### src/design/ahb_matrix_defines.svh
// Bus matrix widths, master and slave counts, slave address map
`ifndef AHB_MATRIX_DEFINES_SVH
`define AHB_MATRIX_DEFINES_SVH

// Bus widths
`define AHB_ADDR_W 32
`define AHB_DATA_W 32

// Matrix size
`define AHB_MASTERS 3
`define AHB_SLAVES 2

//////////////////////////////////////////////////////////////////////
// Slave map
//////////////////////////////////////////////////////////////////////

// Base of each SRAM window
`define AHB_SLV0_BASE 32'h0000_0000
`define AHB_SLV1_BASE 32'h0001_0000

// SRAM depth in 32-bit words, window is 4x this in bytes
`define AHB_SLV_WORDS 256

`endif

### src/design/ahb_matrix_pkg.sv
// Vector typedefs, AHB transfer and response encodings, router state enum
`default_nettype none

`include "ahb_matrix_defines.svh"

package ahb_matrix_pkg;

  // Bus vectors
  typedef logic [`AHB_ADDR_W-1:0] haddr_t;
  typedef logic [`AHB_DATA_W-1:0] hdata_t;
  typedef logic [1:0]             htrans_t;
  typedef logic [2:0]             hsize_t;
  typedef logic [2:0]             hburst_t;
  typedef logic [3:0]             hprot_t;

  // Arbitration level, higher wins
  typedef logic [2:0] prio_t;

  // One bit per master / per slave
  typedef logic [`AHB_MASTERS-1:0]         mst_vec_t;
  typedef logic [`AHB_SLAVES-1:0]          slv_vec_t;
  typedef logic [$clog2(`AHB_MASTERS)-1:0] mst_idx_t;

  // HTRANS encodings
  localparam htrans_t HTRANS_IDLE   = 2'b00;
  localparam htrans_t HTRANS_BUSY   = 2'b01;
  localparam htrans_t HTRANS_NONSEQ = 2'b10;
  localparam htrans_t HTRANS_SEQ    = 2'b11;

  // HRESP encodings
  localparam logic HRESP_OKAY  = 1'b0;
  localparam logic HRESP_ERROR = 1'b1;

  // Response router states
  typedef enum logic [1:0] {
    RESP_IDLE,
    RESP_WAIT,
    RESP_ERR1,
    RESP_ERR2
  } resp_state_t;

endpackage

`default_nettype wire

### src/design/ahb_addr_decoder.sv
// Per-master address decoder with decode-error flag and lock-based switch permission
`timescale 1ns/1ps
`default_nettype none

`include "ahb_matrix_defines.svh"

module ahb_addr_decoder (
  input  wire                           HCLK,
  input  wire                           HRESETn,
  input  wire                           hsel,
  input  wire ahb_matrix_pkg::haddr_t   haddr,
  input  wire ahb_matrix_pkg::htrans_t  htrans,
  input  wire                           hmastlock,
  output ahb_matrix_pkg::slv_vec_t      slave_req,
  output logic                          dec_err,
  output logic                          can_switch
);

  // Window size in bytes, same for every SRAM
  localparam int SLV_BYTES = `AHB_SLV_WORDS * 4;

  localparam ahb_matrix_pkg::haddr_t SLV_BASE [`AHB_SLAVES] = '{`AHB_SLV0_BASE, `AHB_SLV1_BASE};

  logic                     active;
  logic                     lock_q;
  ahb_matrix_pkg::slv_vec_t hit;

  // IDLE and BUSY carry no address phase
  assign active = hsel &&
                  (htrans != ahb_matrix_pkg::HTRANS_IDLE) &&
                  (htrans != ahb_matrix_pkg::HTRANS_BUSY);

  // Range compare against each window
  always_comb begin
    for (int s = 0; s < `AHB_SLAVES; s++) begin
      hit[s] = (haddr >= SLV_BASE[s]) &&
               (haddr < SLV_BASE[s] + ahb_matrix_pkg::haddr_t'(SLV_BYTES));
    end
  end

  assign slave_req = active ? hit : '0;

  // Active transfer outside every window
  assign dec_err = active && !(|hit);

  // Lock seen last cycle covers the data phase of the last locked transfer
  always_ff @(posedge HCLK or negedge HRESETn) begin
    if (!HRESETn) begin
      lock_q <= 1'b0;
    end else begin
      lock_q <= hmastlock;
    end
  end

  // Slave stays with this master while locked
  assign can_switch = !(hmastlock || lock_q);

endmodule

`default_nettype wire

### config.mk
export PLATFORM = sky130hd
export DESIGN_NAME = ahb_addr_decoder
export DESIGN_NICKNAME = d
export VERILOG_FILES = /design/src/design/ahb_matrix_pkg.sv /design/src/design/ahb_addr_decoder.sv
export VERILOG_INCLUDE_DIRS = /design/src /design/src/design
export SDC_FILE = /design/constraint.sdc
export NUM_CORES = 1
export LEC_CHECK = 0
export BUFFER_PORTS_ARGS = -buffer_cell sky130_fd_sc_hd__buf_2
export CAP_MARGIN = 20
export CORE_AREA = 5 5 42 44
export DETAILED_ROUTE_END_ITERATION = 16
export DIE_AREA = 0 0 47 49
export GPL_TIMING_DRIVEN = 0
export PLACE_DENSITY_LB_ADDON = 0.08
export SYNTH_ARGS = -nofsm -noshare
export SYNTH_HDL_FRONTEND = slang
export SYNTH_SLANG_ARGS = --single-unit
### constraint.sdc
create_clock -name HCLK -period 1.1 [get_ports HCLK]
set_input_delay 0.22 -clock HCLK [delete_from_list [all_inputs] [get_ports HCLK]]
set_output_delay 0.22 -clock HCLK [all_outputs]
set_load 0.1 [all_outputs]
Word level (Yosys, flattened, before mapping)
Index checks and enable logic that the tools add are counted.
{"block": "word_totals", "regBits": 1, "in_bits": 38}
{"block": "op_classes", "n_lt_le_gt_ge": 4, "eq_ne": 1, "mux": 1, "n_reduce_logical": 10}
{"op": ">= comparator 32 x 1 -> 1 bit, second input constant", "n": 1}
{"op": ">= comparator 32 x 17 -> 1 bit, second input constant", "n": 1}
{"op": "less-than comparator 32 x 11 -> 1 bit, second input constant", "n": 1}
{"op": "less-than comparator 32 x 17 -> 1 bit, second input constant", "n": 1}
{"op": "logical AND 1 bit", "n": 5}
{"op": "zero test 1 bit", "n": 2}
{"op": "two-way mux 2 bit", "n": 1}
{"op": "inequality test 2 x 1 -> 1 bit, second input constant", "n": 1}
{"op": "nonzero test 2 bit", "n": 1}
{"op": "OR reduction 2 bit", "n": 1}
{"op": "logical OR 1 bit", "n": 1}

Depth between registers and ports, before layout
Gate-level depths: netlist (run 1).
{"block": "depth", "ltp_word": 5, "ltp_mapped": 3, "depth_no_buf": 3}

Least setup slack after synthesis (run 1)
OpenSTA, ideal clock, no wires.
{"block": "synth_path", "path_type": "input -> output", "startpoint": "input port haddr[30]", "endpoint": "output port slave_req[1]", "arrival_ns": 2.753, "path_slack_ns": -1.873, "stages": 3, "path_buffers": 0, "path_cell_list": "nor4_1 -> nand4_1 -> nor3_1"}
{"block": "synth_between", "elab_chain_cells": 3, "word_cells_on_any_way": 4, "cone_classes": "order compare (2); mux (1); reduce/logical (1)"}
{"item": "from (decl)", "line_no": "ahb_addr_decoder.sv:11", "text": "input wire ahb_matrix_pkg::haddr_t haddr,"}
{"item": ">= comparator 32 x 17 -> 1 bit or less-than comparator 32 x 17 -> 1 bit (tied branches)", "line_no": "ahb_addr_decoder.sv:36, ahb_addr_decoder.sv:37"}
{"item": "logical AND 1 bit (*)", "line_no": "ahb_addr_decoder.sv:36", "text": "hit[s] = (haddr >= SLV_BASE[s]) &&"}
{"item": "two-way mux 2 bit (*)", "line_no": "ahb_addr_decoder.sv:41", "text": "assign slave_req = active ? hit : '0;"}
{"item": "to (decl)", "line_no": "ahb_addr_decoder.sv:14", "text": "output ahb_matrix_pkg::slv_vec_t slave_req,"}
Mark *: on every way between the ends. The rest lies on a longest branch, timed or not.

Final worst setup path (run 1)
{"block": "layout_path", "startpoint": "input port haddr[18]", "endpoint": "output port dec_err"}
{"block": "layout_between", "elab_chain_cells": 5, "word_cells_on_any_way": 9, "cone_classes": "order compare (4); reduce/logical (5)"}
{"item": ">= comparator 32 x 1 -> 1 bit, or another cell as far along", "line_no": "ahb_addr_decoder.sv:36"}
{"item": "logical AND 1 bit", "line_no": "ahb_addr_decoder.sv:36"}
{"item": "OR reduction 2 bit (*)", "line_no": "ahb_addr_decoder.sv:44", "text": "assign dec_err = active && !(|hit);"}
{"item": "zero test 1 bit (*)", "line_no": "ahb_addr_decoder.sv:44"}
{"item": "logical AND 1 bit (*)", "line_no": "ahb_addr_decoder.sv:44"}
{"item": "to (decl)", "line_no": "ahb_addr_decoder.sv:15", "text": "output logic dec_err,"}
Marks and branches as above.

==> results of run 1 <==
==> cell type report <==
class,count,area (sq um)
fillers,156,923.4
repair buffers,33,261.5
multi-input cells,14,171.4
flip-flops and latches,1,25.02
well taps,16,20.02
==> final timing paths <==
check                      cells past startpoint  slack, ns  startpoint  endpoint
min in group asynchronous                      2       0.53     HRESETn    lock_q
max                                            7      -0.49   haddr[18]   dec_err
max in group asynchronous                      2       0.48     HRESETn    lock_q
min                                            1       0.38   hmastlock    lock_q
==> routing by layer <==
| metal | vias to the layer above | wire length (um) | track usage |
|---|---|---|---|
| met4 | 0 | 0 | 0 |
| met1 | 114 | 185 | 0.05459 |
| met5 | - | 0 | 0 |
| met2 | 15 | 516 | 0.1222 |
| li1 | 127 | - | - |
| met3 | 0 | 88 | 0.007380 |
==> worst max-delay path: cells and delay by family <==
family                 cells  cell delay, ns
buffers and inverters      4            0.55
AO/OA/AOI/OAI              1            0.21
AND/OR/NAND/NOR            2            0.39
==> power by group through the flow <==
stage / clock network [W] / registers (W) / logic, W
floorplan: 0 / 0.0000407 / 0.0000452
detailed placement: 0 / 0.0000409 / 0.000109
global placement: 0 / 0.0000408 / 0.000105
finish: 0 / 0.0000409 / 0.000139
CTS: 0 / 0.0000409 / 0.000127
global route: 0 / 0.0000410 / 0.000146
==> placed cells by master, fill, tap and decap left out, drive strengths merged <==
cell type,synthesis,layout
buf,0,32
nor4,5,5
nor2,2,2
nand2,2,2
nor3,2,2
nand4,1,1
nand3,1,1
o21ba,1,1
dlygate4sd3,0,1
dfrtp,1,1
==> cells by family after synthesis <==
group | Yosys count | synth area share
simple gates | 13 | 0.6957
flops | 1 | 0.2174
compound gates | 1 | 0.08696
==> repair_timing <==
item	4_1_cts	5_1_grt
endpoints found under the hold margin	1	0
endpoints found under the setup margin	4	3
hold buffers	1	0
pin swaps	3	1
gates resized for setup	16	5
cloned	0	0
setup buffers	1	1
==> through the flow <==
step                      utilization  std cells  setup slack, ns
after floorplan                     -         15          -0.9366
after CTS                      0.3036         63          -0.4559
after detailed placement       0.2446         61          -0.7538
after global placement         0.2446         61          -0.7175
final                          0.3411         64          -0.4853
after global routing           0.3411         64          -0.5450
==> impl_metrics.env, run 1 <==
export IMPL_antenna_found_initial=0
export IMPL_clk_pin_slew_ns=0
export IMPL_fmax_ghz=0.6308
export IMPL_syn_area_per_cell_sq_um=7.674
export IMPL_violations="negative setup slack"
export IMPL_synth_edff_count=0
export IMPL_place_area_sq_um=342.8
export IMPL_worst_endpoint_arrival_ns=1.37
export IMPL_status="finished with violations"
export IMPL_yosysMostFrequentCell="nor4_1"
export IMPL_start_util=0.08214
export IMPL_vias=256
export IMPL_rows=14
export IMPL_hold_viol_final=0
export IMPL_grt_overflow_total=0
export IMPL_p_clk_frac=0
export IMPL_ys_seq_area_frac=0.2174
export IMPL_fin_area_sq_um=478.0
export IMPL_max_cap_viol_count=0
export IMPL_finalCritPeriodShare=1.441
export IMPL_cp_required_ns=0.88
export IMPL_rsz0062_at_grt="yes"
export IMPL_vias_per_cell=4.000
export IMPL_max_stage_delay_ns=0.24
export IMPL_crit_chain="buf_2, nor4_4, nand4_1, buf_6, buf_12, o21ba_4, buf_12"
export IMPL_drive_above_1_share=0.8542
export IMPL_p_leak_nw=0.2177
export IMPL_cp_common_cell="buf_12"
export IMPL_hold_class="input port to register"
export IMPL_drc=0
export IMPL_syn_num_nets=53
export IMPL_swShare=0.3954
export IMPL_endpoint_kind="output port"
export IMPL_grt_max_degree=4
export IMPL_p_int_w=0.0001087
export IMPL_yosysTopAreaCell="dfrtp_1"
export IMPL_hold_slack_ns=0.3770
export IMPL_antenna_cells=0
export IMPL_finalWorstSetupSlack_ns=-0.4853
export IMPL_tightest_slew_ns=0.2801
export IMPL_largest_reg_flops=1
export IMPL_power_w=0.0001798
export IMPL_irDropWorstVdd_mv=0.2309
export IMPL_pwr_share_seq=0.227
export IMPL_period_minus_slack_ns=1.585
export IMPL_die_h_um=49
export IMPL_detail_route_antenna_nets=0
export IMPL_max_slew_margin=0.8148
export IMPL_portBuffers=30
export IMPL_yosys_register_bits=1
export IMPL_dieArea_sq_um=2303
export IMPL_syn_area_sq_um=115.1
export IMPL_drtPass1Iterations=1
export IMPL_start_kind="input port"
export IMPL_finalSetupViolCount=3
export IMPL_grt_pass1_wl_um=1014
export IMPL_comb_power_share=0.773
export IMPL_gp_congestion=0.6808
export IMPL_slew_viol_final=0
export IMPL_async_flop_share=1.000
export IMPL_netSwitchingPower_w=0.00007111
export IMPL_area_growth_synth_to_final_pct=315.2
export IMPL_coreArea_sq_um=1401
export IMPL_fin_nets=88
export IMPL_io_pins=42
export IMPL_synth_common_cells="nor4_1, nand2_1, nor2_1, nor3_1, nor4_2"
export IMPL_ys_warn_count=0
export IMPL_critPathSlowestCell="nor4_4"
export IMPL_largest_registers="lock_q x1"
export IMPL_drtIter0Drc=0
export IMPL_largest_register="lock_q"
export IMPL_synthFlopType="dfrtp_1"
export IMPL_synth_top_cell_area_share=0.2174
export IMPL_tns_ns=-1.413
export IMPL_dieWidth_um=47
export IMPL_wl_per_cell_um=12.34
export IMPL_yosys_top_cells_area="dfrtp_1, nor4_2, nor4_1"
export IMPL_powerDensity_nw_per_um2=376.2
export IMPL_grt_pass1_vias=275
export IMPL_wl_um=790
export IMPL_cp_max_fo=2
export IMPL_grt_use_total=0.05692
export IMPL_critical_path_class="input port to output port"
export IMPL_synthCells=15
export IMPL_ys_types=9
Power figures use the tool's default switching activity.
==> inputs of run 2 (changes only) <==
- TNS_END_PERCENT: unset -> 10
- clock period: 1.1 -> 1.71 ns (I/O delays scaled with it)
==> run 2 against run 1 <==
Compared with the run above: the run still ends with negative setup slack left; global-route usage decreased by 1.3 points; design area decreased by 23%; worst hold slack got worse by 0.26 ns; first-iteration DRC count unchanged; sequential share of layout area increased by 1.5 points; setup slack improved by 0.37 ns; routed wire length decreased by 23%; total power decreased by 48%; utilization decreased by 7.7 points; sequential cell count unchanged; combinational power decreased by 51%; die area unchanged; critical path type unchanged.
==> impl_metrics.env, run 2 (synthesized netlist as in run 1, its figures left out) <==
export IMPL_dp_hpwl_um=556.3
export IMPL_place_area_sq_um=305.3
export IMPL_finalCritPeriodShare=1.065
export IMPL_status="finished with violations"
export IMPL_grt_pass1_wl_um=828
export IMPL_largest_register="lock_q"
export IMPL_start_util=0.08214
export IMPL_hold_viol_final=0
export IMPL_largest_registers="lock_q x1"
export IMPL_fin_nets=86
export IMPL_fmax_ghz=0.5492
export IMPL_n_fill_cell=158
export IMPL_powerDensity_nw_per_um2=254.3
export IMPL_wl_per_cell_um=9.774
export IMPL_vias_per_cell=4.048
export IMPL_grt_max_degree=4
export IMPL_cp_required_ns=1.37
export IMPL_drtPass1Iterations=1
export IMPL_dieArea_sq_um=2303
export IMPL_drc=0
export IMPL_dieWidth_um=47
export IMPL_coreArea_sq_um=1401
export IMPL_area_growth_synth_to_final_pct=221.7
export IMPL_antenna_cells=0
export IMPL_drive_above_1_share=0.8478
export IMPL_grt_use_total=0.04360
export IMPL_start_kind="input port"
export IMPL_period_minus_slack_ns=1.821
export IMPL_drtIter0Drc=0
export IMPL_crit_path_start="haddr[20]"
export IMPL_vias=251
export IMPL_clk_pin_slew_ns=0
export IMPL_violations="negative setup slack"
export IMPL_rsz0062_at_grt="yes"
export IMPL_finalWorstSetupSlack_ns=-0.1108
export IMPL_p_leak_nw=0.1827
export IMPL_detail_route_antenna_nets=0
export IMPL_tightest_slew_ns=0.4855
export IMPL_rows=14
export IMPL_max_slew_margin=0.6785
export IMPL_power_w=0.00009419
export IMPL_portBuffers=30
export IMPL_irDropWorstVdd_mv=0.1406
export IMPL_grt_pass1_vias=264
export IMPL_crit_end="slave_req[0]"
export IMPL_worst_endpoint_arrival_ns=1.48
export IMPL_endpoint_kind="output port"
export IMPL_largest_reg_flops=1
export IMPL_gp_congestion=0.6158
export IMPL_io_pins=42
export IMPL_slew_viol_final=0
export IMPL_finalSetupViolCount=2
export IMPL_critical_path_class="input port to output port"
export IMPL_grt_overflow_total=0
export IMPL_final_cell_mix="buf_2, nor4_2, nor2_1, buf_12"
export IMPL_fin_area_sq_um=370.4
export IMPL_antenna_found_initial=0
export IMPL_max_cap_viol_count=0
export IMPL_cts_hold_buffers=0
export IMPL_wl_um=606
export IMPL_final_common_cell="buf_2"
export IMPL_die_h_um=49
export IMPL_cp_max_fo=3
export IMPL_hold_class="input port to async pin"
run 2: changes by cell type in the layout (fill, tap and decap cells not counted), moves of 3 or more:
cell and change:
buf_2 +6, nor4_2 +3, nor4_4 -3, buf_6 -6
run 2: power by group:
group | internal (W) | switching (W) | leakage, nW
registers | 0.0000253 | 0.000000337 | 0.0117
clock network | 0 | 0 | 0
logic | 0.0000315 | 0.0000370 | 0.171
total | 0.0000568 | 0.0000373 | 0.183
run 2: routing by layer:
metal	share of wire	wire length, um	GRT usage	up-vias
li1	-	-	-	124
met1	0.29	174	0.04595	103
met2	0.49	295	0.09276	24
met3	0.22	135	0	0
met4	0	0	0	0
met5	0	0	0	-
run 2: area by class of cell:
type | count | area, sq um | area share
multi-input combinational | 14 | 131.4 | 0.3547
sequential | 1 | 25.02 | 0.06757
tap | 16 | 20.02 | 0.05405
timing repair buffer | 31 | 193.9 | 0.5236
run 2: worst max-delay path, stage by stage:
cell and delay [ns]:
buf_2 0.10, nor4_2 0.26, nand4_1 0.12, buf_4 0.17
nor4_4 0.22, buf_6 0.26
run 2: timing repair:
action                     in CTS  in global routing
setup endpoints to repair       3                  3
gates resized for setup        12                  2
pin swaps                       4                  0
gates cloned                    0                  0
buffers inserted                1                  0
run 2: metrics by stage:
stage	hold WS (ns)	worst slack, ns	utilization	setup TNS (ns)	instances
after floorplan	0.04641	-0.5834	-	-1.149	15
after global placement	0.1163	-0.3990	0.2179	-0.9765	61
after detailed placement	0.1177	-0.4034	0.2179	-0.9822	61
after CTS	0.1175	-0.1179	0.2589	-0.1393	62
after global routing	0.1224	-0.1888	0.2643	-0.3018	62
final	0.1168	-0.1108	0.2643	-0.1176	62
run 2: how the worst min path moves through the flow:
stage | endpoint | slack, ns | cells past startpoint
floorplan | lock_q | 0.05 | 0
global route | lock_q | 0.12 | 1
detailed placement | lock_q | 0.12 | 1
CTS | lock_q | 0.12 | 1
finish | lock_q | 0.12 | 1
global placement | lock_q | 0.12 | 1
