`src/design/ahb_matrix_defines.svh`:
```
// Bus matrix widths, master and slave counts, slave address map
`ifndef AHB_MATRIX_DEFINES_SVH
`define AHB_MATRIX_DEFINES_SVH

// Bus widths
`define AHB_ADDR_W 32
`define AHB_DATA_W 32

// Matrix size
`define AHB_MASTERS 3
`define AHB_SLAVES 2

//////////////////////////////////////////////////////////////////////
// Slave map
//////////////////////////////////////////////////////////////////////

// Base of each SRAM window
`define AHB_SLV0_BASE 32'h0000_0000
`define AHB_SLV1_BASE 32'h0001_0000

// SRAM depth in 32-bit words, window is 4x this in bytes
`define AHB_SLV_WORDS 256

`endif

```
`src/design/ahb_matrix_pkg.sv`:
```
// Vector typedefs, AHB transfer and response encodings, router state enum
`default_nettype none

`include "ahb_matrix_defines.svh"

package ahb_matrix_pkg;

  // Bus vectors
  typedef logic [`AHB_ADDR_W-1:0] haddr_t;
  typedef logic [`AHB_DATA_W-1:0] hdata_t;
  typedef logic [1:0]             htrans_t;
  typedef logic [2:0]             hsize_t;
  typedef logic [2:0]             hburst_t;
  typedef logic [3:0]             hprot_t;

  // Arbitration level, higher wins
  typedef logic [2:0] prio_t;

  // One bit per master / per slave
  typedef logic [`AHB_MASTERS-1:0]         mst_vec_t;
  typedef logic [`AHB_SLAVES-1:0]          slv_vec_t;
  typedef logic [$clog2(`AHB_MASTERS)-1:0] mst_idx_t;

  // HTRANS encodings
  localparam htrans_t HTRANS_IDLE   = 2'b00;
  localparam htrans_t HTRANS_BUSY   = 2'b01;
  localparam htrans_t HTRANS_NONSEQ = 2'b10;
  localparam htrans_t HTRANS_SEQ    = 2'b11;

  // HRESP encodings
  localparam logic HRESP_OKAY  = 1'b0;
  localparam logic HRESP_ERROR = 1'b1;

  // Response router states
  typedef enum logic [1:0] {
    RESP_IDLE,
    RESP_WAIT,
    RESP_ERR1,
    RESP_ERR2
  } resp_state_t;

endpackage

`default_nettype wire

```
`src/design/ahb_slave_port_arbiter.sv`:
```
// Per-slave priority and round-robin arbiter with address and write data multiplexer
`timescale 1ns/1ps
`default_nettype none

`include "ahb_matrix_defines.svh"

module ahb_slave_port_arbiter (
  input  wire                                              HCLK,
  input  wire                                              HRESETn,
  // Master side, one entry per master
  input  wire ahb_matrix_pkg::mst_vec_t                    mst_sel,
  input  wire ahb_matrix_pkg::prio_t   [`AHB_MASTERS-1:0]  mst_priority,
  input  wire ahb_matrix_pkg::haddr_t  [`AHB_MASTERS-1:0]  mst_haddr,
  input  wire ahb_matrix_pkg::hdata_t  [`AHB_MASTERS-1:0]  mst_hwdata,
  input  wire ahb_matrix_pkg::mst_vec_t                    mst_hwrite,
  input  wire ahb_matrix_pkg::hsize_t  [`AHB_MASTERS-1:0]  mst_hsize,
  input  wire ahb_matrix_pkg::hburst_t [`AHB_MASTERS-1:0]  mst_hburst,
  input  wire ahb_matrix_pkg::hprot_t  [`AHB_MASTERS-1:0]  mst_hprot,
  input  wire ahb_matrix_pkg::htrans_t [`AHB_MASTERS-1:0]  mst_htrans,
  input  wire ahb_matrix_pkg::mst_vec_t                    mst_hmastlock,
  input  wire ahb_matrix_pkg::mst_vec_t                    can_switch,
  // Slave side
  output logic                                             slv_hsel,
  output ahb_matrix_pkg::haddr_t                           slv_haddr,
  output ahb_matrix_pkg::hdata_t                           slv_hwdata,
  output logic                                             slv_hwrite,
  output ahb_matrix_pkg::hsize_t                           slv_hsize,
  output ahb_matrix_pkg::hburst_t                          slv_hburst,
  output ahb_matrix_pkg::hprot_t                           slv_hprot,
  output ahb_matrix_pkg::htrans_t                          slv_htrans,
  output logic                                             slv_hmastlock,
  input  wire                                              slv_hready,
  output ahb_matrix_pkg::mst_vec_t                         granted_master
);

  // One remembered grant per priority level
  localparam int LEVELS = 2 ** $bits(ahb_matrix_pkg::prio_t);

  ahb_matrix_pkg::prio_t    req_level;
  ahb_matrix_pkg::mst_vec_t level_masters;
  ahb_matrix_pkg::mst_vec_t pending_master;
  ahb_matrix_pkg::mst_vec_t last_grant [LEVELS];
  ahb_matrix_pkg::mst_idx_t grant_idx;
  ahb_matrix_pkg::mst_idx_t grant_idx_dly;
  logic                     switch_ok;

  //////////////////////////////////////////////////////////////////////
  // Helpers
  //////////////////////////////////////////////////////////////////////

  function automatic ahb_matrix_pkg::mst_idx_t to_idx(input ahb_matrix_pkg::mst_vec_t oh);
    to_idx = '0;
    for (int n = 0; n < `AHB_MASTERS; n++) begin
      if (oh[n]) to_idx = ahb_matrix_pkg::mst_idx_t'(n);
    end
  endfunction

  // Round-robin pick, starting after the level's last grant
  function automatic ahb_matrix_pkg::mst_vec_t next_master(
    input ahb_matrix_pkg::mst_vec_t pending,
    input ahb_matrix_pkg::mst_vec_t last,
    input ahb_matrix_pkg::mst_vec_t current
  );
    int cand;
    next_master = current;
    // Walk backwards so the nearest requester wins
    for (int n = `AHB_MASTERS; n >= 1; n--) begin
      cand = (int'(to_idx(last)) + n) % `AHB_MASTERS;
      if (pending[cand]) next_master = ahb_matrix_pkg::mst_vec_t'(1) << cand;
    end
  endfunction

  //////////////////////////////////////////////////////////////////////
  // Arbitration
  //////////////////////////////////////////////////////////////////////

  // Highest level among requesters, and who sits at it
  always_comb begin
    req_level = '0;
    for (int n = 0; n < `AHB_MASTERS; n++) begin
      if (mst_sel[n] && mst_priority[n] > req_level) req_level = mst_priority[n];
    end
    for (int n = 0; n < `AHB_MASTERS; n++) begin
      level_masters[n] = mst_sel[n] && (mst_priority[n] == req_level);
    end
  end

  assign pending_master = next_master(level_masters, last_grant[req_level], granted_master);

  // Locked owner holds the slave
  assign switch_ok = can_switch[grant_idx];

  always_ff @(posedge HCLK or negedge HRESETn) begin
    if (!HRESETn) begin
      granted_master <= ahb_matrix_pkg::mst_vec_t'(1);
      for (int l = 0; l < LEVELS; l++) last_grant[l] <= ahb_matrix_pkg::mst_vec_t'(1);
    end else if (slv_hready && switch_ok) begin
      granted_master        <= pending_master;
      last_grant[req_level] <= pending_master;
    end
  end

  // Address index follows the grant, write data index lags one phase
  always_ff @(posedge HCLK or negedge HRESETn) begin
    if (!HRESETn) begin
      grant_idx     <= '0;
      grant_idx_dly <= '0;
    end else if (slv_hready) begin
      grant_idx     <= to_idx(switch_ok ? pending_master : granted_master);
      grant_idx_dly <= grant_idx;
    end
  end

  //////////////////////////////////////////////////////////////////////
  // Slave-side multiplexer
  //////////////////////////////////////////////////////////////////////

  assign slv_hsel      = mst_sel[grant_idx];
  assign slv_haddr     = mst_haddr[grant_idx];
  assign slv_hwrite    = mst_hwrite[grant_idx];
  assign slv_hsize     = mst_hsize[grant_idx];
  assign slv_hburst    = mst_hburst[grant_idx];
  assign slv_hprot     = mst_hprot[grant_idx];
  assign slv_htrans    = mst_htrans[grant_idx];
  assign slv_hmastlock = mst_hmastlock[grant_idx];
  // Data phase belongs to the previously accepted master
  assign slv_hwdata    = mst_hwdata[grant_idx_dly];

endmodule

`default_nettype wire

```
`config.mk`:
```
export PLATFORM = sky130hd
export DESIGN_NAME = ahb_slave_port_arbiter
export DESIGN_NICKNAME = d
export VERILOG_FILES = /design/src/design/ahb_matrix_pkg.sv /design/src/design/ahb_slave_port_arbiter.sv
export VERILOG_INCLUDE_DIRS = /design/src /design/src/design
export SDC_FILE = /design/constraint.sdc
export NUM_CORES = 1
export LEC_CHECK = 0
export BUFFER_PORTS_ARGS = -buffer_cell sky130_fd_sc_hd__buf_2
export CAP_MARGIN = 20
export CORE_AREA = 2 2 131 133
export CTS_CLUSTER_DIAMETER = 40
export CTS_CLUSTER_SIZE = 10
export DETAILED_ROUTE_END_ITERATION = 10
export DIE_AREA = 0 0 133 135
export PLACE_DENSITY = 0.47
export SLEW_MARGIN = 20
export SYNTH_ARGS = -nofsm -noshare
export SYNTH_HDL_FRONTEND = slang
export SYNTH_SLANG_ARGS = --single-unit
export TNS_END_PERCENT = 30
```
`constraint.sdc`:
```
create_clock -name HCLK -period 3.15 [get_ports HCLK]
set_input_delay 0.945 -clock HCLK [delete_from_list [all_inputs] [get_ports HCLK]]
set_output_delay 0.945 -clock HCLK [all_outputs]
set_load 0.02 [all_outputs]
```
**Yosys cells after proc, flatten, opt, wreduce, memory -nomap -nowiden**

Index checks and enable logic that the tools add are counted.

- Add/sub/neg operators: 3
- Div/mod/pow operators: 3
- Magnitude comparators: 10
- Equal/unequal tests: 3
- Shift-type cells: 3
- Mux-type cells: 46
- Bitwise gates (word level): 1
- Reductions and logical operators: 8

Operators by type and width:

| kind | number |
|---|---|
| binary-select mux 32 bit (select 2 bit) | 2 |
| < comparator 32 x 4 -> 1 bit, second input constant | 3 |
| modulo 32 x 3 -> 32 bit, second input constant | 3 |
| << shifter 1 x 32 -> 3 bit, first input constant | 3 |
| two-way mux 32 bit | 2 |
| two-way mux 3 bit | 12 |
| bitwise mux 24 bit | 1 |
| binary-select mux 1 bit (select 2 bit) | 7 |
| binary-select mux 3 bit (select 2 bit) | 2 |
| two-way mux 1 bit | 12 |
| binary-select mux 3 bit (select 3 bit) | 1 |
| demux 3 bit (select 3 bit) | 1 |
| == test 3 bit | 3 |
| binary-select mux 4 bit (select 2 bit) | 1 |
| logical AND 1 bit | 8 |
| adder 2 x 2 -> 3 bit, second input constant | 2 |
| > comparator 3 bit | 2 |
| < comparator 2 x 3 -> 1 bit, second input constant | 2 |
| two-way mux 2 bit | 3 |
| binary-select mux 2 bit (select 2 bit) | 1 |
| greater-or-equal comparator 4 bit, second input constant | 1 |
| < comparator 4 x 1 -> 1 bit, second input constant | 1 |
| two-way mux 4 bit | 1 |
| NOT 3 -> 4 bit | 1 |
| other kinds (2) | 2 |

- Bits in registers: 31
- Input port bits: 252
- Output and inout bits: 82
- Logic and storage cells: 88

**Depth between registers and ports, before layout**

- Depth after elaboration: 26
- Mapped depth: 18
- Depth with buffers taken out: 17

**Least setup slack after synthesis**

Ideal clock, no wire load.

- Kind: in2reg
- Start point: input mst_sel[0]
- End point: register last_grant[11] (netlist name)
- Setup time: 0.125 ns
- Arrival time: 4.827 ns
- Required time: 3.025 ns
- Slack: -1.801 ns
- Stages on the path: 18
- Path buffers: 1
- Cell sequence: and2_1 -> inv_1 -> ha_1 -> and3_4 -> a211oi_4 -> mux2_2 -> inv_2 -> ha_1 -> and3_1 -> a211oi_1 -> clkbuf_1 -> a211oi_1 -> a311o_1 -> a21oi_1 -> o21ai_0 -> nor3_1 -> o31ai_1 -> mux2_2

- Cells in the longest elaborated chain, start to end: 23
- Elaborated cells on any way between the ends: 47
- Those cells by class: add/sub: 3; div: 3; order compare: 4; eq/ne: 3; shift: 3; mux: 23; bitwise: 1; reduce/logical: 7

RTL lines:

| what | RTL line | RTL |
|---|---|---|
| start: declaration | ahb_slave_port_arbiter.sv:11 | `input wire ahb_matrix_pkg::mst_vec_t mst_sel,` |
| logical AND 1 bit | ahb_slave_port_arbiter.sv:81 | `if (mst_sel[n] && mst_priority[n] > req_level) req_level = mst_priority[n];` |
| two-way mux 3 bit | ahb_slave_port_arbiter.sv:81 |  |
| > comparator 3 bit | ahb_slave_port_arbiter.sv:81 |  |
| logical AND 1 bit | ahb_slave_port_arbiter.sv:81 |  |
| two-way mux 3 bit | ahb_slave_port_arbiter.sv:81 |  |
| > comparator 3 bit | ahb_slave_port_arbiter.sv:81 |  |
| logical AND 1 bit | ahb_slave_port_arbiter.sv:81 |  |
| two-way mux 3 bit | ahb_slave_port_arbiter.sv:81 |  |
| [... 4 more ...] | n/a |  |
| two-way mux 1 bit | ahb_slave_port_arbiter.sv:54 | `if (oh[n]) to_idx = ahb_matrix_pkg::mst_idx_t'(n);` |
| two-way mux 2 bit | ahb_slave_port_arbiter.sv:54 |  |
| adder 2 x 2 -> 3 bit | ahb_slave_port_arbiter.sv:68 | `` cand = (int'(to_idx(last)) + n) % `AHB_MASTERS; `` |
| modulo 32 x 3 -> 32 bit (no source line) | n/a |  |
| binary-select mux 1 bit (select 2 bit) | ahb_slave_port_arbiter.sv:69 | `if (pending[cand]) next_master = ahb_matrix_pkg::mst_vec_t'(1) << cand;` |
| two-way mux 1 bit (not written as such) (2 in series) | ahb_slave_port_arbiter.sv:69 |  |
| two-way mux 3 bit (3 in series) | ahb_slave_port_arbiter.sv:69 |  |
| bitwise mux 24 bit (*) | ahb_slave_port_arbiter.sv:99 | `last_grant[req_level] <= pending_master;` |
| end signal: indexed assignment | ahb_slave_port_arbiter.sv:99 |  |
| end: declaration | ahb_slave_port_arbiter.sv:42 | `ahb_matrix_pkg::mst_vec_t last_grant [LEVELS];` |

Every way passes the cells marked *; elsewhere a longest branch is shown, timed or not. The select of a mux whose other input is x is not followed.
A chain may end at the register's enable or synchronous reset.

**Worst setup path in the final report**

- Start point: input mst_sel[0]
- End point: register last_grant[7] (netlist name)

The elaborated chain is that of the path after synthesis.

==> run metrics <==
worst ir drop on vdd around 0.00037 V; area taken by flip-flops and latches between 500 and 600 µm²; remaining routing DRC violations 0; Setup crit end last_grant[7]$_DFFE_PN0P_; longest individual stage delay on the worst path 0.45 ns; instance area at placement ~5800 µm²; status complete, but fails checks; largest net degree at the start of global routing 50; final critical-path share of the clock period 1.457; power share of the combinational group 0.798; height of the chip between 100 and 150 µm; worst setup slack after layout -1.438 ns; placer's final routability congestion estimate around 0.84; starting utilization of the core area 0.2039; antenna violations before repair 2; global-route wire length before repair about 24,000 µm; worst max-slew margin expressed relative to the limit 0.5167; area growth from synthesis to layout 81.41%; number of search-and-repair iterations in the first detailed-routing pass 4; worst hold slack 0.4971 ns; HP Class flop to flop; Distinct cells, synth 48; clock slew seen by the registers of the worst setup and hold paths 0.06 ns; yosys warns 0; most common cell type on the critical path mux2_4; Clk pwr share 0.061; sequential fraction of the synthesis area 0.1724; net switching power figure about 0.0025 W; area of the multi-input gates between 2000 and 3000 µm²; number of H-tree levels 1; via count of the first global-routing pass about 4,600; DR iter-0 viols around 170; area of the core region roughly 16,000 µm²; cts bufs inserted 3; post-synthesis sequential element count 23; required time reported for the critical path endpoint about 3.3 ns; static leakage between 3 and 4 nW; I/O pins between 300 and 400; power density relative to cell area roughly 760 nW/µm²; count of buffer and inverter cells on the critical path 3; r2r worst-path depth 7; # fillers between 1,500 and 2,000; DP Wirelength about 14,000 µm; syn nets 712; total wire length after detailed routing 16,950 µm; Pint about 0.0021 W; Avg Synthesized Cell Area ~7.4 µm²; via total after detailed routing ~4,700; worst setup path startpoint mst_sel[0]; Die Area between 15,000 and 20,000 µm²; Worst Setup Path Type input pin to flop; startpoint kind of the worst setup timing path input pin; post-synthesis instance area roughly 3300 µm²; setup repair after global routing missed its margin true; # clock sinks 23; Final setup violation count 21; Overall Global Routing Usage 0.1693; Total Nets Final around 1,100; max-slew violation total from the final report 0; final count of hold timing violations 0; # hold bufs at CTS 0; number of buffers between clock root and the deepest sink 2; Worst Clk Skew about 0.0027 ns; antenna diode count 0; via density per instance 4.495; count of maximum capacitance violations 0; worst skew pair latency approximately 0.26 ns; violated checks setup timing; highest fanout seen on the critical path 6; worst-path cell chain buf_12, and2_4, inv_4, ha_4, nand3b_1, a211oi_4, mux2_4, inv_4, ha_4, and3_4, a211o_4, o221ai_4, nand2_4, mux2_4, a2111o_1, o2bb2ai_4, a22o_4, mux2_4; Buffers on Ports roughly 330; switching share of power 0.5460; arrival time of the worst setup path 4.73 ns; clock tree from TritonCTS done; Chip Width approximately 130 µm; GRT overflow 0; Placement Rows 47; RR Startpoint grant_idx[1]$_DFFE_PN0P_; part of the total power dissipated in sequential elements 0.141; slew of the pin with the lowest slew margin around 0.72 ns; largest delay contributor family on the critical path compound AO/OA/AOI/OAI gates; Synth Instances 454; highest clock frequency the design can meet around 220 MHz; Critical Path End Type flop; worst reg2reg path endpoint last_grant[7]$_DFFE_PN0P_; WL/cell about 16 µm; post-detailed-route count of antenna-violating nets 0; design area between 6000 and 7000 µm²; ratio of cells with drive above 1 in the final layout 0.5605; Period minus WS final about 4.6 ns; final core utilization 0.3699; stages on the worst setup path 18; cell with the largest stage delay on the worst path a2111o_1; worst-case register-to-register setup slack roughly 0.67 ns; clk root buf clkbuf_16
## final cells by class
class | count | share of cell area
Multi-Input combinational cell | 386 | 0.4706
Clock buffer | 3 | 0.01237
Tap cell | 220 | 0.04535
Clock inverter | 1 | 0.0008246
Inverter | 14 | 0.009483
Sequential cell | 23 | 0.09544
Timing Repair Buffer | 399 | 0.3659
## worst min-delay path by stage
stage,from,endpoint,depth (start not counted)
3_3_place_gp,last_grant[20]$_DFFE_PN0P_,last_grant[20]$_DFFE_PN0P_,2
4_1_cts,last_grant[8]$_DFFE_PN0P_,last_grant[8]$_DFFE_PN0P_,2
2_1_floorplan,last_grant[14]$_DFFE_PN0P_,last_grant[14]$_DFFE_PN0P_,2
3_5_place_dp,last_grant[8]$_DFFE_PN0P_,last_grant[8]$_DFFE_PN0P_,2
6_report,last_grant[8]$_DFFE_PN0P_,last_grant[8]$_DFFE_PN0P_,2
5_1_grt,last_grant[13]$_DFFE_PN0P_,last_grant[13]$_DFFE_PN0P_,1
## per-stage QoR
stage | TNS [ns] | power, W | instances | worst slack (ns)
floorplan | -31.14 | 0.002807 | 454 | -1.601
global placement | -35.32 | 0.004282 | 1036 | -1.743
detailed placement | -37.31 | 0.004270 | 1036 | -1.834
CTS | -31.38 | 0.004614 | 1045 | -1.530
global route | -31.39 | 0.004951 | 1046 | -1.563
finish | -28.69 | 0.004622 | 1046 | -1.438
## metal layers
metal,up-vias,global-route usage,part of all wire
met5,-,0,0
met4,0,0.01493,0.0036
met3,4,0.03416,0.080
li1,2382,-,-
met1,2087,0.2178,0.43
met2,229,0.3040,0.49
## synth_stat cells (all sizes together)
| master | number | area [µm²] |
|---|---|---|
| nand3b | 2 | 15.01 |
| xnor2 | 4 | 35.03 |
| o31ai | 2 | 15.01 |
| and2 | 3 | 18.77 |
| or3 | 6 | 42.54 |
| o21ai | 95 | 475.5 |
| buf | 6 | 23.77 |
| a21oi | 10 | 50.05 |
| o221ai | 3 | 43.80 |
| mux2i | 85 | 850.8 |
| nor3 | 3 | 15.01 |
| nor2 | 12 | 45.04 |
| nand2 | 94 | 360.3 |
| mux2 | 17 | 210.2 |
| a32oi | 1 | 8.760 |
| o21bai | 1 | 7.510 |
| o2bb2ai | 1 | 8.760 |
| o211ai | 2 | 15.01 |
| xor2 | 2 | 17.52 |
| nor2b | 2 | 12.51 |
| dfstp | 1 | 26.28 |
| o31a | 3 | 26.28 |
| and3 | 3 | 23.77 |
| nand3 | 10 | 50.05 |
| a211o | 1 | 8.760 |
| inv | 14 | 52.55 |
| a311o | 1 | 10.01 |
| a211oi | 3 | 35.03 |
| a2111o | 2 | 22.52 |
| clkbuf | 26 | 97.59 |
| o32ai | 1 | 8.760 |
| a31oi | 2 | 12.51 |
| ha | 6 | 75.07 |
| dfrtp | 22 | 550.5 |
| o221a | 1 | 11.26 |
| o22ai | 3 | 18.77 |
| a2111oi | 1 | 8.760 |
| a22o | 2 | 26.28 |
| a41o | 1 | 10.01 |
## repair_timing
item,in CTS,in global routing
endpoints found under the setup margin,21,21
pin swaps,11,25
cloned,1,0
resized for setup,10,33
setup buffers,4,3
## power groups by stage
stage	combinational, W	sequential, W	clock [W]
after floorplan	0.00229	0.000518	0
after global placement	0.00362	0.000662	0
after detailed placement	0.00361	0.000658	0
after CTS	0.00368	0.000653	0.000285
after global routing	0.00397	0.000682	0.000299
final	0.00369	0.000652	0.000280
## tightest hold or removal path, stage by stage, from the launching register on
cell and delay [ns]:
dfrtp_1 0.35, nand2_1 0.05, o21ai_1 0.06
## state kept, by name (all words and copies together) (netlist names)
name and count:
grant_idx 2, last_grant 16, grant_idx_dly 2, granted_master 3
## cells in the final DEF (no fill, tap or decap), types with 3 or more instances in the layout
cell type  Yosys  layout
nand2_1       93      92
o21ai_1        0      10
mux2_2        12       9
or3_1          5       5
o21ai_0       95      84
inv_1         13      10
mux2_4         5       8
ha_4           0       4
o31a_1         3       3
nand3_1       10       9
a21oi_1       10       7
xnor2_1        4       4
clkbuf_16      0       3
dfrtp_1       22      20
nor2_1        12      10
mux2i_1       85      82
buf_6          0       7
buf_2          1     330
buf_4          0      60
## logic make-up after synthesis
logic type / Yosys count / share of synthesized area
AOI/OAI and AO/OA: 136 / 0.2461
xor gates and xnor gates: 6 / 0.01571
adders and majority gates: 6 / 0.02244
buffers and inverters: 46 / 0.05198
DFF: 23 / 0.1724
muxes: 102 / 0.3171
and+or+nand+nor: 135 / 0.1743
Power figures use the tool's default switching activity.
