[src/design/ahb_matrix_defines.svh]
// Bus matrix widths, master and slave counts, slave address map
`ifndef AHB_MATRIX_DEFINES_SVH
`define AHB_MATRIX_DEFINES_SVH

// Bus widths
`define AHB_ADDR_W 32
`define AHB_DATA_W 32

// Matrix size
`define AHB_MASTERS 3
`define AHB_SLAVES 2

//////////////////////////////////////////////////////////////////////
// Slave map
//////////////////////////////////////////////////////////////////////

// Base of each SRAM window
`define AHB_SLV0_BASE 32'h0000_0000
`define AHB_SLV1_BASE 32'h0001_0000

// SRAM depth in 32-bit words, window is 4x this in bytes
`define AHB_SLV_WORDS 256

`endif

[src/design/ahb_matrix_pkg.sv]
// Vector typedefs, AHB transfer and response encodings, router state enum
`default_nettype none

`include "ahb_matrix_defines.svh"

package ahb_matrix_pkg;

  // Bus vectors
  typedef logic [`AHB_ADDR_W-1:0] haddr_t;
  typedef logic [`AHB_DATA_W-1:0] hdata_t;
  typedef logic [1:0]             htrans_t;
  typedef logic [2:0]             hsize_t;
  typedef logic [2:0]             hburst_t;
  typedef logic [3:0]             hprot_t;

  // Arbitration level, higher wins
  typedef logic [2:0] prio_t;

  // One bit per master / per slave
  typedef logic [`AHB_MASTERS-1:0]         mst_vec_t;
  typedef logic [`AHB_SLAVES-1:0]          slv_vec_t;
  typedef logic [$clog2(`AHB_MASTERS)-1:0] mst_idx_t;

  // HTRANS encodings
  localparam htrans_t HTRANS_IDLE   = 2'b00;
  localparam htrans_t HTRANS_BUSY   = 2'b01;
  localparam htrans_t HTRANS_NONSEQ = 2'b10;
  localparam htrans_t HTRANS_SEQ    = 2'b11;

  // HRESP encodings
  localparam logic HRESP_OKAY  = 1'b0;
  localparam logic HRESP_ERROR = 1'b1;

  // Response router states
  typedef enum logic [1:0] {
    RESP_IDLE,
    RESP_WAIT,
    RESP_ERR1,
    RESP_ERR2
  } resp_state_t;

endpackage

`default_nettype wire

[src/design/ahb_resp_router.sv]
// Per-master response router with data-phase tracking and local ERROR response
`timescale 1ns/1ps
`default_nettype none

`include "ahb_matrix_defines.svh"

module ahb_resp_router (
  input  wire                                            HCLK,
  input  wire                                            HRESETn,
  input  wire ahb_matrix_pkg::slv_vec_t                  slave_req,
  input  wire                                            dec_err,
  input  wire ahb_matrix_pkg::htrans_t                   htrans,
  input  wire ahb_matrix_pkg::slv_vec_t                  granted,
  input  wire ahb_matrix_pkg::hdata_t [`AHB_SLAVES-1:0]  slv_hrdata,
  input  wire ahb_matrix_pkg::slv_vec_t                  slv_hready,
  input  wire ahb_matrix_pkg::slv_vec_t                  slv_hresp,
  output ahb_matrix_pkg::hdata_t                         hrdata,
  output logic                                           hready,
  output logic                                           hresp
);

  ahb_matrix_pkg::resp_state_t state_q;
  ahb_matrix_pkg::slv_vec_t    owner_q;
  logic                        active;
  logic                        blocked;

  assign active = (htrans == ahb_matrix_pkg::HTRANS_NONSEQ) ||
                  (htrans == ahb_matrix_pkg::HTRANS_SEQ);

  // Requested slave not ours yet, or still busy with someone else
  assign blocked = |(slave_req & ~(granted & slv_hready));

  // Master-side HREADY and HRESP
  always_comb begin
    case (state_q)
      ahb_matrix_pkg::RESP_IDLE: hready = !blocked;
      ahb_matrix_pkg::RESP_WAIT: hready = |(owner_q & slv_hready);
      ahb_matrix_pkg::RESP_ERR1: hready = 1'b0;
      default:                   hready = 1'b1;
    endcase
    case (state_q)
      ahb_matrix_pkg::RESP_WAIT: hresp = |(owner_q & slv_hresp);
      ahb_matrix_pkg::RESP_ERR1,
      ahb_matrix_pkg::RESP_ERR2: hresp = ahb_matrix_pkg::HRESP_ERROR;
      default:                   hresp = ahb_matrix_pkg::HRESP_OKAY;
    endcase
  end

  // Read data from the data-phase owner
  always_comb begin
    hrdata = '0;
    for (int s = 0; s < `AHB_SLAVES; s++) begin
      if (owner_q[s]) hrdata = slv_hrdata[s];
    end
  end

  //////////////////////////////////////////////////////////////////////
  // Data-phase FSM
  //////////////////////////////////////////////////////////////////////

  always_ff @(posedge HCLK or negedge HRESETn) begin
    if (!HRESETn) begin
      state_q <= ahb_matrix_pkg::RESP_IDLE;
      owner_q <= '0;
    end else if (state_q == ahb_matrix_pkg::RESP_ERR1) begin
      // Second ERROR cycle with HREADY high
      state_q <= ahb_matrix_pkg::RESP_ERR2;
    end else if (hready) begin
      // Phase boundary, take the next address phase if any
      if (active && dec_err) begin
        state_q <= ahb_matrix_pkg::RESP_ERR1;
        owner_q <= '0;
      end else if (active && (|slave_req)) begin
        state_q <= ahb_matrix_pkg::RESP_WAIT;
        owner_q <= slave_req;
      end else begin
        state_q <= ahb_matrix_pkg::RESP_IDLE;
        owner_q <= '0;
      end
    end
  end

endmodule

`default_nettype wire

[config.mk]
export PLATFORM = sky130hd
export DESIGN_NAME = ahb_resp_router
export DESIGN_NICKNAME = d
export VERILOG_FILES = /design/src/design/ahb_matrix_pkg.sv /design/src/design/ahb_resp_router.sv
export VERILOG_INCLUDE_DIRS = /design/src /design/src/design
export SDC_FILE = /design/constraint.sdc
export NUM_CORES = 1
export LEC_CHECK = 0
export BUFFER_PORTS_ARGS = -buffer_cell sky130_fd_sc_hd__buf_2
export CAP_MARGIN = 10
export CORE_ASPECT_RATIO = 0.7
export CORE_UTILIZATION = 23
export DETAILED_ROUTE_END_ITERATION = 12
export PLACE_DENSITY = 0.76
export RECOVER_POWER = 100
export SYNTH_ARGS = -nofsm -noshare
export SYNTH_HDL_FRONTEND = slang
export SYNTH_SLANG_ARGS = --single-unit
[constraint.sdc]
create_clock -name HCLK -period 1.1 [get_ports HCLK]
set_input_delay 0.22 -clock HCLK [delete_from_list [all_inputs] [get_ports HCLK]]
set_output_delay 0.22 -clock HCLK [all_outputs]
set_load 0.01 [all_outputs]
### Word level (Yosys, flattened, before mapping)

Index checks and enable logic that the tools add are counted.

| operators by class | value |
|---|---|
| multiplexer cells | 10 |
| bitwise operators | 6 |
| reduce and logical (&&, ||, !) cells | 12 |
| eq/ne operators | 5 |

Operators with widths:

| kind | count |
|---|---|
| $mux W32 | 2 |
| $mux W2 | 5 |
| $reduce_or A2 Y1 | 5 |
| $and A2 B2 Y2 | 4 |
| $eq A2 B2 Y1 const B | 4 |
| $pmux W1 S3 | 1 |
| $eq A2 B1 Y1 const B | 1 |
| $logic_and A1 B1 Y1 | 2 |
| $logic_not A2 Y1 | 1 |
| $not A2 Y2 | 1 |
| $pmux W1 S2 | 1 |
| $reduce_and A2 Y1 | 1 |
| $reduce_bool A2 Y1 | 1 |
| $logic_not A1 Y1 | 1 |
| $logic_or A1 B1 Y1 | 1 |
| $mux W1 | 1 |
| $not A1 Y1 | 1 |

| word-level totals | value |
|---|---|
| word-level logic and storage cells | 35 |
| input port bits | 77 |
| output and inout bits | 34 |
| flip-flop bits (word level) | 4 |

### Longest topological paths before layout

Gate-level depths: netlist of run 1.

| depth | value |
|---|---|
| depth in word-level cells | 8 |
| gate-level depth with buffers | 5 |
| depth with buffers taken out | 4 |

### Least setup slack after synthesis of run 1

Ideal clock, no wire load.

| path | value |
|---|---|
| kind | register -> output |
| from | register owner_q[1] |
| to | output hrdata[10] |
| required time | 0.880 ns |
| path buffers | 2 |
| cell stages (with the launch flop) | 5 |
| setup slack | -0.124 ns |
| arrival time | 1.004 ns |
| path through | dfrtp_1 -> buf_4 -> nor2_2 -> buf_2 -> a22o_1 |

| on the way | value |
|---|---|
| word-level cells in the longest chain between the ends | 1 |

RTL lines:

| element | line | RTL |
|---|---|---|
| start, declared | ahb_resp_router.sv:23 | `ahb_matrix_pkg::slv_vec_t owner_q;` |
| start signal, assigned | ahb_resp_router.sv:75 | `owner_q <= slave_req;` |
| $mux W32 | ahb_resp_router.sv:53 | `if (owner_q[s]) hrdata = slv_hrdata[s];` |
| end, declared | ahb_resp_router.sv:17 | `output ahb_matrix_pkg::hdata_t hrdata,` |

Every way passes these cells.

### Worst setup path after layout of run 1

| path | value |
|---|---|
| from | register owner_q[1] |
| to | output hrdata[0] |

The elaborated chain is that of the path after synthesis.

==> metrics, run 1 <==
Port Buf Inserts 109; Die Wd 62.6 um; maximum fanout along the worst path 32; Tot Pwr 3.10 mW; Max-Slew Margin vs Limit 0.848; first-pass GRT wire length 4530 um; share of layout cells above drive strength 1 0.753; hold path endpoint state_q[1]$_DFFE_PN0P_; die area 2780 sq um; CTS H-tree depth 1; Min-Delay Path Class in -> reg; WP data required 0.88 ns; worst setup path category reg -> out; Post-synth EDFFs 0; mapped cell area 592 sq um; top area cells in the synthesized netlist a22o_1 (49%), dfrtp_1 (17%), a31oi_4 (3.6%), nor2b_1 (3.2%), buf_2 (2.5%); grt ovf 0; P&R area growth vs syn 134%; syn_area_per_cell 8.70 sq um; clk slew on worst S/H paths around 0.04 ns; Final Max Slew Viols 0; global placement routability congestion 0.737; Crit. Startpoint owner_q[1]$_DFFE_PN0P_; Synth Register Bits 4; post-synthesis sequential area ratio 0.169; Clock Latency Late Sink 0.23 ns; Worst-Margin Slew 0.227 ns; vias in the first global route 1033; fillcell total 214; pwr dens around 2200 nW/um^2; FFs w/ async S/R, synth 1.00; clock root buffer clkbuf_4; CTS tree built; layout net count approximately 270; DRC errors left 0; Final Hold Fails 0; crit end category output port; critical hold path startpoint htrans[1]; drt via density 4.85; P_leak 0.837 nW; DRT met1 WL 1120 um; initial antenna violation count 0; Worst R2R Start state_q[0]$_DFFE_PN0P_; metal2 WL 1750 um; DR top layer met3; Seq. cell area 104 sq um; final period utilization 1.35; Worst R2R Path Depth 6; crit path DAT 1.27 ns; Multi-input gate area 499 sq um; largest net degree at the start of global routing 33; Max Fclk 671 MHz; unrepaired setup endpoints after global routing yes; Ports 111; Worst path max stage delay 0.45 ns; post-layout util 0.608; placed wire-length estimate 2480 um; Placed Area 1250 sq um; slowest stage cell, crit path dfrtp_2; Initial DRT Pass Iterations 4; Initial Util 0.260; Max Clock Skew 0.00399 ns; number of distinct library cells after synthesis 22; final setup vio count 37; First DRT Iteration DRCs 19; Antenna Nets Post-Route 0; Die Y 44.4 um; flop-to-flop setup slack -0.19 ns; Tot GR Track Use 0.205; WL/cell 14.0 um; Post-Syn Instances 68; clk buf depth 2; crit path launch type flop; Ys Warns 0; Clock Sinks 4; worst setup margin -0.390 ns; Final Cell Area 1390 sq um; final worst path period need 1.49 ns; cell taking the most area after synthesis a22o_1; syn nets 145; Core Footprint 2280 sq um; CTS buffer count 3; cell with the most instances after synthesis a22o_1; row count 14; Synth top area share 0.488; ys flop type dfrtp_1; final wirelength 3120 um; total number of vias 1076; reg2reg end owner_q[0]$_DFFE_PN0P_; max-cap check violation count 0; met3 WL 245 um; outcome finished, violations left; ant diodes 0; maximum vdd drop 0.873 mV; violated checks setup timing; top post-synthesis cells by count a22o_1 (33), dfrtp_1 (4), nand2_1 (4); crit path cell chain nor2_4 -> buf_12 -> a22o_1 -> buf_2; hold depth 3
worst max-delay path: cells and delay by family (launching register included):
kind / cells / cell delay [ns]
compound gates: 1 / 0.16
buf+inv: 2 / 0.31
simple gates: 1 / 0.11
flops: 1 / 0.45
power by group:
part           internal (mW)  switching [mW]  total [mW]  leakage, nW
clock network          0.122          0.0546       0.176       0.0138
registers              0.221           0.104       0.325       0.0479
logic                   1.40            1.20        2.60        0.775
layout by cell type, fill, tap and decap left out, types with 2 or more instances in the layout:
cell and count:
buf_2 107, clkbuf_4 3, nand2_1 3, dfrtp_2 3, inv_2 2, a22o_1 33
o21ai_0 2, buf_6 6, buf_4 10, nor2b_4 2
final cells by class:
type / instances / share of cell area
clock buffers: 3 / 0.0163
inverters: 2 / 0.00542
multi-input cells: 55 / 0.360
flip-flops and latches: 4 / 0.0750
well taps: 32 / 0.0289
repair buffers: 126 / 0.514
kinds of logic (layout without fill, tap and decap cells):
logic type | after synthesis | in the layout | share of synthesized area
DFF | 4 | 4 | 0.169
muxes | 1 | 1 | 0.0169
and+or+nand+nor | 11 | 11 | 0.108
AOI/OAI and AO/OA | 43 | 43 | 0.636
buffers and inverters | 9 | 131 | 0.0698
state kept, by name, indices dropped and copies added, names as in the netlist:
signal	cells
owner_q	2
state_q	2
worst max path at each step:
| stage | endpoint | slack [ns] | depth (start not counted) |
|---|---|---|---|
| final | hrdata[0] | -0.39 | 4 |
| after global routing | hrdata[0] | -0.44 | 4 |
| after CTS | hrdata[26] | -0.40 | 4 |
| after detailed placement | hrdata[26] | -0.24 | 3 |
| after global placement | hrdata[12] | -0.15 | 3 |
| after floorplan | hrdata[10] | -0.05 | 4 |
stage by stage:
step	std cells	setup TNS, ns	setup slack, ns	hold WS, ns
2_1_floorplan	68	-1.30	-0.0547	-0.0756
3_3_place_gp	214	-4.76	-0.154	0.0237
3_5_place_dp	214	-6.65	-0.235	0.0257
4_1_cts	221	-12.68	-0.398	0.261
5_1_grt	222	-14.76	-0.444	0.285
6_report	222	-12.85	-0.390	0.260
repair_timing:
action                                  4_1_cts  5_1_grt
gates resized for setup                      15        4
setup buffers                                 3        1
endpoints found under the setup margin       37       37
endpoints found under the hold margin         4        0
pin swaps                                     5        1
hold buffers                                  1        0
routing by layer:
metal / up-vias / global-route usage
met2: 55 / 0.441
met5: - / 0
li1: 521 / -
met3: 0 / 0.0361
met1: 500 / 0.206
met4: 0 / 0.0558
(Power assumes the default switching activity.)
==> inputs of run 2 (changes only) <==
CELL_PAD_IN_SITES_DETAIL_PLACEMENT = 1   (was default)
CELL_PAD_IN_SITES_GLOBAL_PLACEMENT = 2   (was default)
CORE_UTILIZATION = 10   (was 23)
PLACE_DENSITY = default   (was 0.76)
PLACE_DENSITY_LB_ADDON = 0.1   (was default)
==> metrics, run 2 (same netlist as run 1, synthesis figures left out) <==
Tot GR Track Use 0.0977; crit path launch type flop; Min-Delay Path Class in -> reg; worst setup margin -0.376 ns; pwr dens 2200 nW/um^2; unrepaired setup endpoints after global routing yes; WP data required a little under 0.9 ns; max-cap check violation count 0; top flop regs owner_q: 2 flops, state_q: 2 flops; CTS buffer count 3; Comb power frac 0.802; Antenna Nets Post-Route 0; clk buf depth 2; CP Capture Point hrdata[10]; Internal about 1.8 mW; Initial DRT Pass Iterations 4; Clock Sinks 4; Clock Latency Late Sink 0.22 ns; Max Fclk 678 MHz; Multi-input gate area 507 sq um; Final Cell Area 1470 sq um; crit end category output port; clk slew on worst S/H paths 0.03 ns; fillcell total 706; Die Y around 66 um; Max-Slew Margin vs Limit 0.850; global placement routability congestion 0.659; Placed Area between 1000 and 1500 sq um; layout net count 267; slowest stage cell, crit path dfrtp_2; First DRT Iteration DRCs 21; Initial Util 0.103; Max Clock Skew 0.00188 ns; Sw Share 0.429; Final Hold Fails 0; Worst R2R Path Depth 5; initial antenna violation count 0; total number of vias 1068; maximum vdd drop 0.582 mV; P&R area growth vs syn 148%; most common cell after layout, fill and taps aside buf_2; CTS H-tree depth 1; share of layout cells above drive strength 1 0.750; violated checks setup timing; setup TNS -12.63 ns; worst hold slack 0.245 ns; Placed Instances around 260; worst setup path category reg -> out; Worst-Margin Slew 0.225 ns; placed wire-length estimate 2760 um; final wirelength 3420 um; P_leak 0.833 nW; Worst R2R Start state_q[1]$_DFFE_PN0P_; row count 23; crit path DAT 1.26 ns; Switching Power 1.39 mW; CTS tree built; vias in the first global route 1027; fin cells 263; grt ovf 0; Die Wd approximately 94 um; final period utilization 1.34; clock root buffer clkbuf_8; flop-to-flop setup slack -0.14 ns; Worst path max stage delay 0.45 ns; Crit. Startpoint owner_q[1]$_DFFE_PN0P_; share of total power in sequential cells 0.100; maximum fanout along the worst path 32; outcome finished, violations left; Port Buf Inserts roughly 110; final worst path period need 1.48 ns; WL/cell 13.0 um; DRC errors left 0; reg2reg end owner_q[0]$_DFFE_PN0P_; final setup vio count 37; die area approximately 6200 sq um; Core Footprint between 5000 and 6000 sq um; Seq. cell area between 100 and 150 sq um; crit path cell chain nor2_4 -> buf_12 -> a22o_1 -> buf_2; Ports 111; first-pass GRT wire length 4720 um; ant diodes 0; worst slack at placement -0.277 ns; Clock power frac 0.098; drt via density 4.06; largest net degree at the start of global routing 33; most frequent cells in the layout buf_2 (105), a22o_1 (33), buf_4 (8); Final Max Slew Viols 0
==> run 2: cell types whose count changed in the layout (fill, tap and decap cells not counted), moves of 2 or more <==
cell,delta
buf_4,-2
clkbuf_4,-3
buf_2,-2
clkbuf_8,+3
==> run 2: worst min path at each step <==
| stage | cells past startpoint | startpoint | endpoint |
|---|---|---|---|
| final | 3 | htrans[1] | state_q[1]$_DFFE_PN0P_ |
| after CTS | 3 | htrans[1] | state_q[1]$_DFFE_PN0P_ |
| after global routing | 3 | htrans[1] | state_q[1]$_DFFE_PN0P_ |
| after floorplan | 0 | HRESETn | owner_q[0]$_DFFE_PN0P_ |
| after global placement | 1 | HRESETn | state_q[1]$_DFFE_PN0P_ |
| after detailed placement | 1 | HRESETn | state_q[1]$_DFFE_PN0P_ |
==> run 2: area by class of cell <==
| class | count | share of cell area |
|---|---|---|
| flip-flops and latches | 4 | 0.0700 |
| well taps | 75 | 0.0640 |
| multi-input cells | 55 | 0.346 |
| repair buffers | 124 | 0.487 |
| inverters | 2 | 0.00512 |
| clock buffers | 3 | 0.0282 |
==> run 2: through the flow <==
stage | util | total power [mW]
2_1_floorplan | - | 1.60
3_3_place_gp | 0.228 | 2.53
3_5_place_dp | 0.228 | 2.53
4_1_cts | 0.248 | 3.13
5_1_grt | 0.256 | 3.47
6_report | 0.256 | 3.23
==> run 2: worst max-delay path: cells and delay by family, from the launching register on <==
kind                   cells  cell delay [ns]
AO/OA/AOI/OAI              1             0.15
buffers and inverters      2             0.31
flip-flops                 1             0.45
AND/OR/NAND/NOR            1             0.12
==> run 2: power groups by stage <==
stage / combinational, mW / clock (mW) / sequential [mW]
finish: 2.59 / 0.316 / 0.323
global route: 2.80 / 0.336 / 0.332
CTS: 2.48 / 0.330 / 0.320
detailed placement: 2.25 / 0 / 0.284
global placement: 2.24 / 0 / 0.283
floorplan: 1.34 / 0 / 0.255
==> run 2: repair_timing <==
action,4_1_cts,5_1_grt
buffers inserted,2,2
hold buffers,1,0
resized for setup,15,9
pin swaps,0,2
hold endpoints to repair,4,0
endpoints found under the setup margin,37,38
==> run 2: metal layers <==
metal,share of wire,global-route usage,vias to the layer above
li1,-,-,518
met1,0.39,0.107,495
met2,0.53,0.189,51
met3,0.067,0.0138,4
met4,0.012,0.0404,0
met5,0,0,-
==> inputs of run 3 (changes only) <==
==> constraint.sdc (replaced) <==
create_clock -name HCLK -period 1.1 [get_ports HCLK]
set_input_delay 0.11 -clock HCLK [delete_from_list [all_inputs] [get_ports HCLK]]
set_output_delay 0.11 -clock HCLK [all_outputs]
set_load 0.01 [all_outputs]
==> metrics, run 3 (same netlist as run 1, synthesis figures left out) <==
global placement routability congestion ~0.67; DRC errors left 0; share of total power in sequential cells 0.088; CTS tree built; placed wire-length estimate 2600 um; maximum vdd drop roughly 0.46 mV; crit path DAT 1.32 ns; Max Clock Skew 0.00217 ns; Ports 111; Sw Share 0.405; Internal between 2 and 2.5 mW; fillcell total 712; first-pass GRT wire length just over 5000 um; P&R area growth vs syn 163%; P_leak 0.892 nW; layout net count 276; Multi-input gate area 477 sq um; post-layout util 0.272; outcome finished, violations left; WP data required 0.99 ns; unrepaired setup endpoints after global routing yes; total number of vias roughly 1.1k; Die Wd 94.0 um; Worst R2R Start state_q[1]$_DFFE_PN0P_; pwr dens 2340 nW/um^2; Crit. Startpoint owner_q[0]$_DFFE_PN0P_; maximum fanout along the worst path 8; grt ovf 0; met3 WL between 200 and 250 um; WL/cell approximately 14 um; die area approximately 6200 sq um; clk slew on worst S/H paths approximately 0.030 ns; Switching Power 1.47 mW; Clock Sinks 4; most frequent cells in the layout buf_2 (106), a22o_1 (33), buf_4 (12); share of layout cells above drive strength 1 0.751; drt via density between 4 and 5; top flop regs owner_q: 2 flops, state_q: 2 flops; Clock power frac 0.083; vias in the first global route 1099; Tot GR Track Use 0.107; worst setup path category reg -> out; Min-Delay Path Class in -> reg; CTS buffer count 3; final period utilization 1.30; First DRT Iteration DRCs 19; metal2 WL 1930 um; Final Hold Fails 0; ant diodes 0; initial antenna violation count 0; Initial DRT Pass Iterations 4; CTS H-tree depth 1; Comb power frac 0.830; final wirelength 3710 um; DR top layer met3; crit end category output port; Max Fclk 701 MHz; Tot Pwr between 3 and 4 mW; worst setup margin -0.327 ns; final worst path period need 1.43 ns; row count 23; Initial Util 0.103; critical hold path startpoint htrans[1]; Die Y around 66 um; Seq. cell area 104 sq um; largest net degree at the start of global routing 19; Worst-Margin Slew 0.269 ns; most common cell after layout, fill and taps aside buf_2; clk buf depth 2; DRT met1 WL 1530 um; Final Max Slew Viols 0; violated checks setup timing; Clock Latency Late Sink 0.21 ns; final setup vio count 37; Max-Slew Margin vs Limit 0.819; Core Footprint 5730 sq um; max-cap check violation count 0; clock root buffer clkbuf_8; crit path launch type flop; Port Buf Inserts 109; Antenna Nets Post-Route 0
==> run 3: changes by cell type in the layout (fill, tap and decap cells not counted), sizes merged <==
cell,before,now
clkbuf,4,6
buf,122,129
==> run 3: path summary, 6_finish.rpt <==
| check | cells past startpoint | to | slack [ns] |
|---|---|---|---|
| min reg2reg | 2 | owner_q[1]$_DFFE_PN0P_ | 0.69 |
| min in group asynchronous | 2 | state_q[1]$_DFFE_PN0P_ | 0.28 |
| max in group asynchronous | 2 | owner_q[1]$_DFFE_PN0P_ | 0.60 |
| min | 3 | state_q[1]$_DFFE_PN0P_ | 0.16 |
| max | 6 | hrdata[29] | -0.33 |
| max reg2reg | 5 | owner_q[1]$_DFFE_PN0P_ | -0.21 |
==> run 3: cell type report <==
class	instances	share of cell area
Tap cell	75	0.0603
Sequential cell	4	0.0667
Multi-Input combinational cell	55	0.306
Timing Repair Buffer	133	0.535
Clock buffer	3	0.0265
Inverter	2	0.00482
==> run 3: critical path, cell delays in order (launching register included) <==
cell and delay (ns):
dfrtp_1 0.38, inv_2 0.08, nor2_4 0.05, buf_6 0.13, clkbuf_16 0.15, a22o_1 0.18, buf_2 0.14
==> run 3: layer usage <==
| layer | track usage | up-vias |
|---|---|---|
| li1 | - | 537 |
| met1 | 0.123 | 514 |
| met2 | 0.196 | 49 |
| met3 | 0.0172 | 0 |
| met4 | 0.0423 | 0 |
| met5 | 0 | - |
==> run 3: metrics by stage <==
| stage | hold WS (ns) | cells | setup WS [ns] | instance area (sq um) | setup TNS (ns) |
|---|---|---|---|---|---|
| 3_3_place_gp | -0.0830 | 255 | -0.107 | 1280 | -2.63 |
| 5_1_grt | 0.193 | 272 | -0.386 | 1560 | -13.36 |
| 2_1_floorplan | -0.186 | 68 | -0.0140 | 592 | -0.420 |
| 3_5_place_dp | -0.0796 | 255 | -0.130 | 1280 | -3.60 |
| 6_report | 0.162 | 272 | -0.327 | 1560 | -10.93 |
| 4_1_cts | 0.168 | 267 | -0.334 | 1470 | -11.38 |
==> run 3: power groups by stage <==
stage	sequential [mW]	clock (mW)	combinational, mW
CTS	0.311	0.312	2.65
detailed placement	0.290	0	2.20
finish	0.319	0.300	3.02
floorplan	0.250	0	1.25
global placement	0.284	0	2.16
global route	0.332	0.328	3.27
==> run 3: repair_timing <==
| action | in CTS | in global routing |
|---|---|---|
| endpoints found under the hold margin | 4 | 0 |
| gates resized for setup | 15 | 8 |
| gates cloned | 1 | 2 |
| setup endpoints to repair | 37 | 37 |
| pin swaps | 3 | 1 |
| buffers inserted | 7 | 3 |
| hold buffers | 1 | 0 |
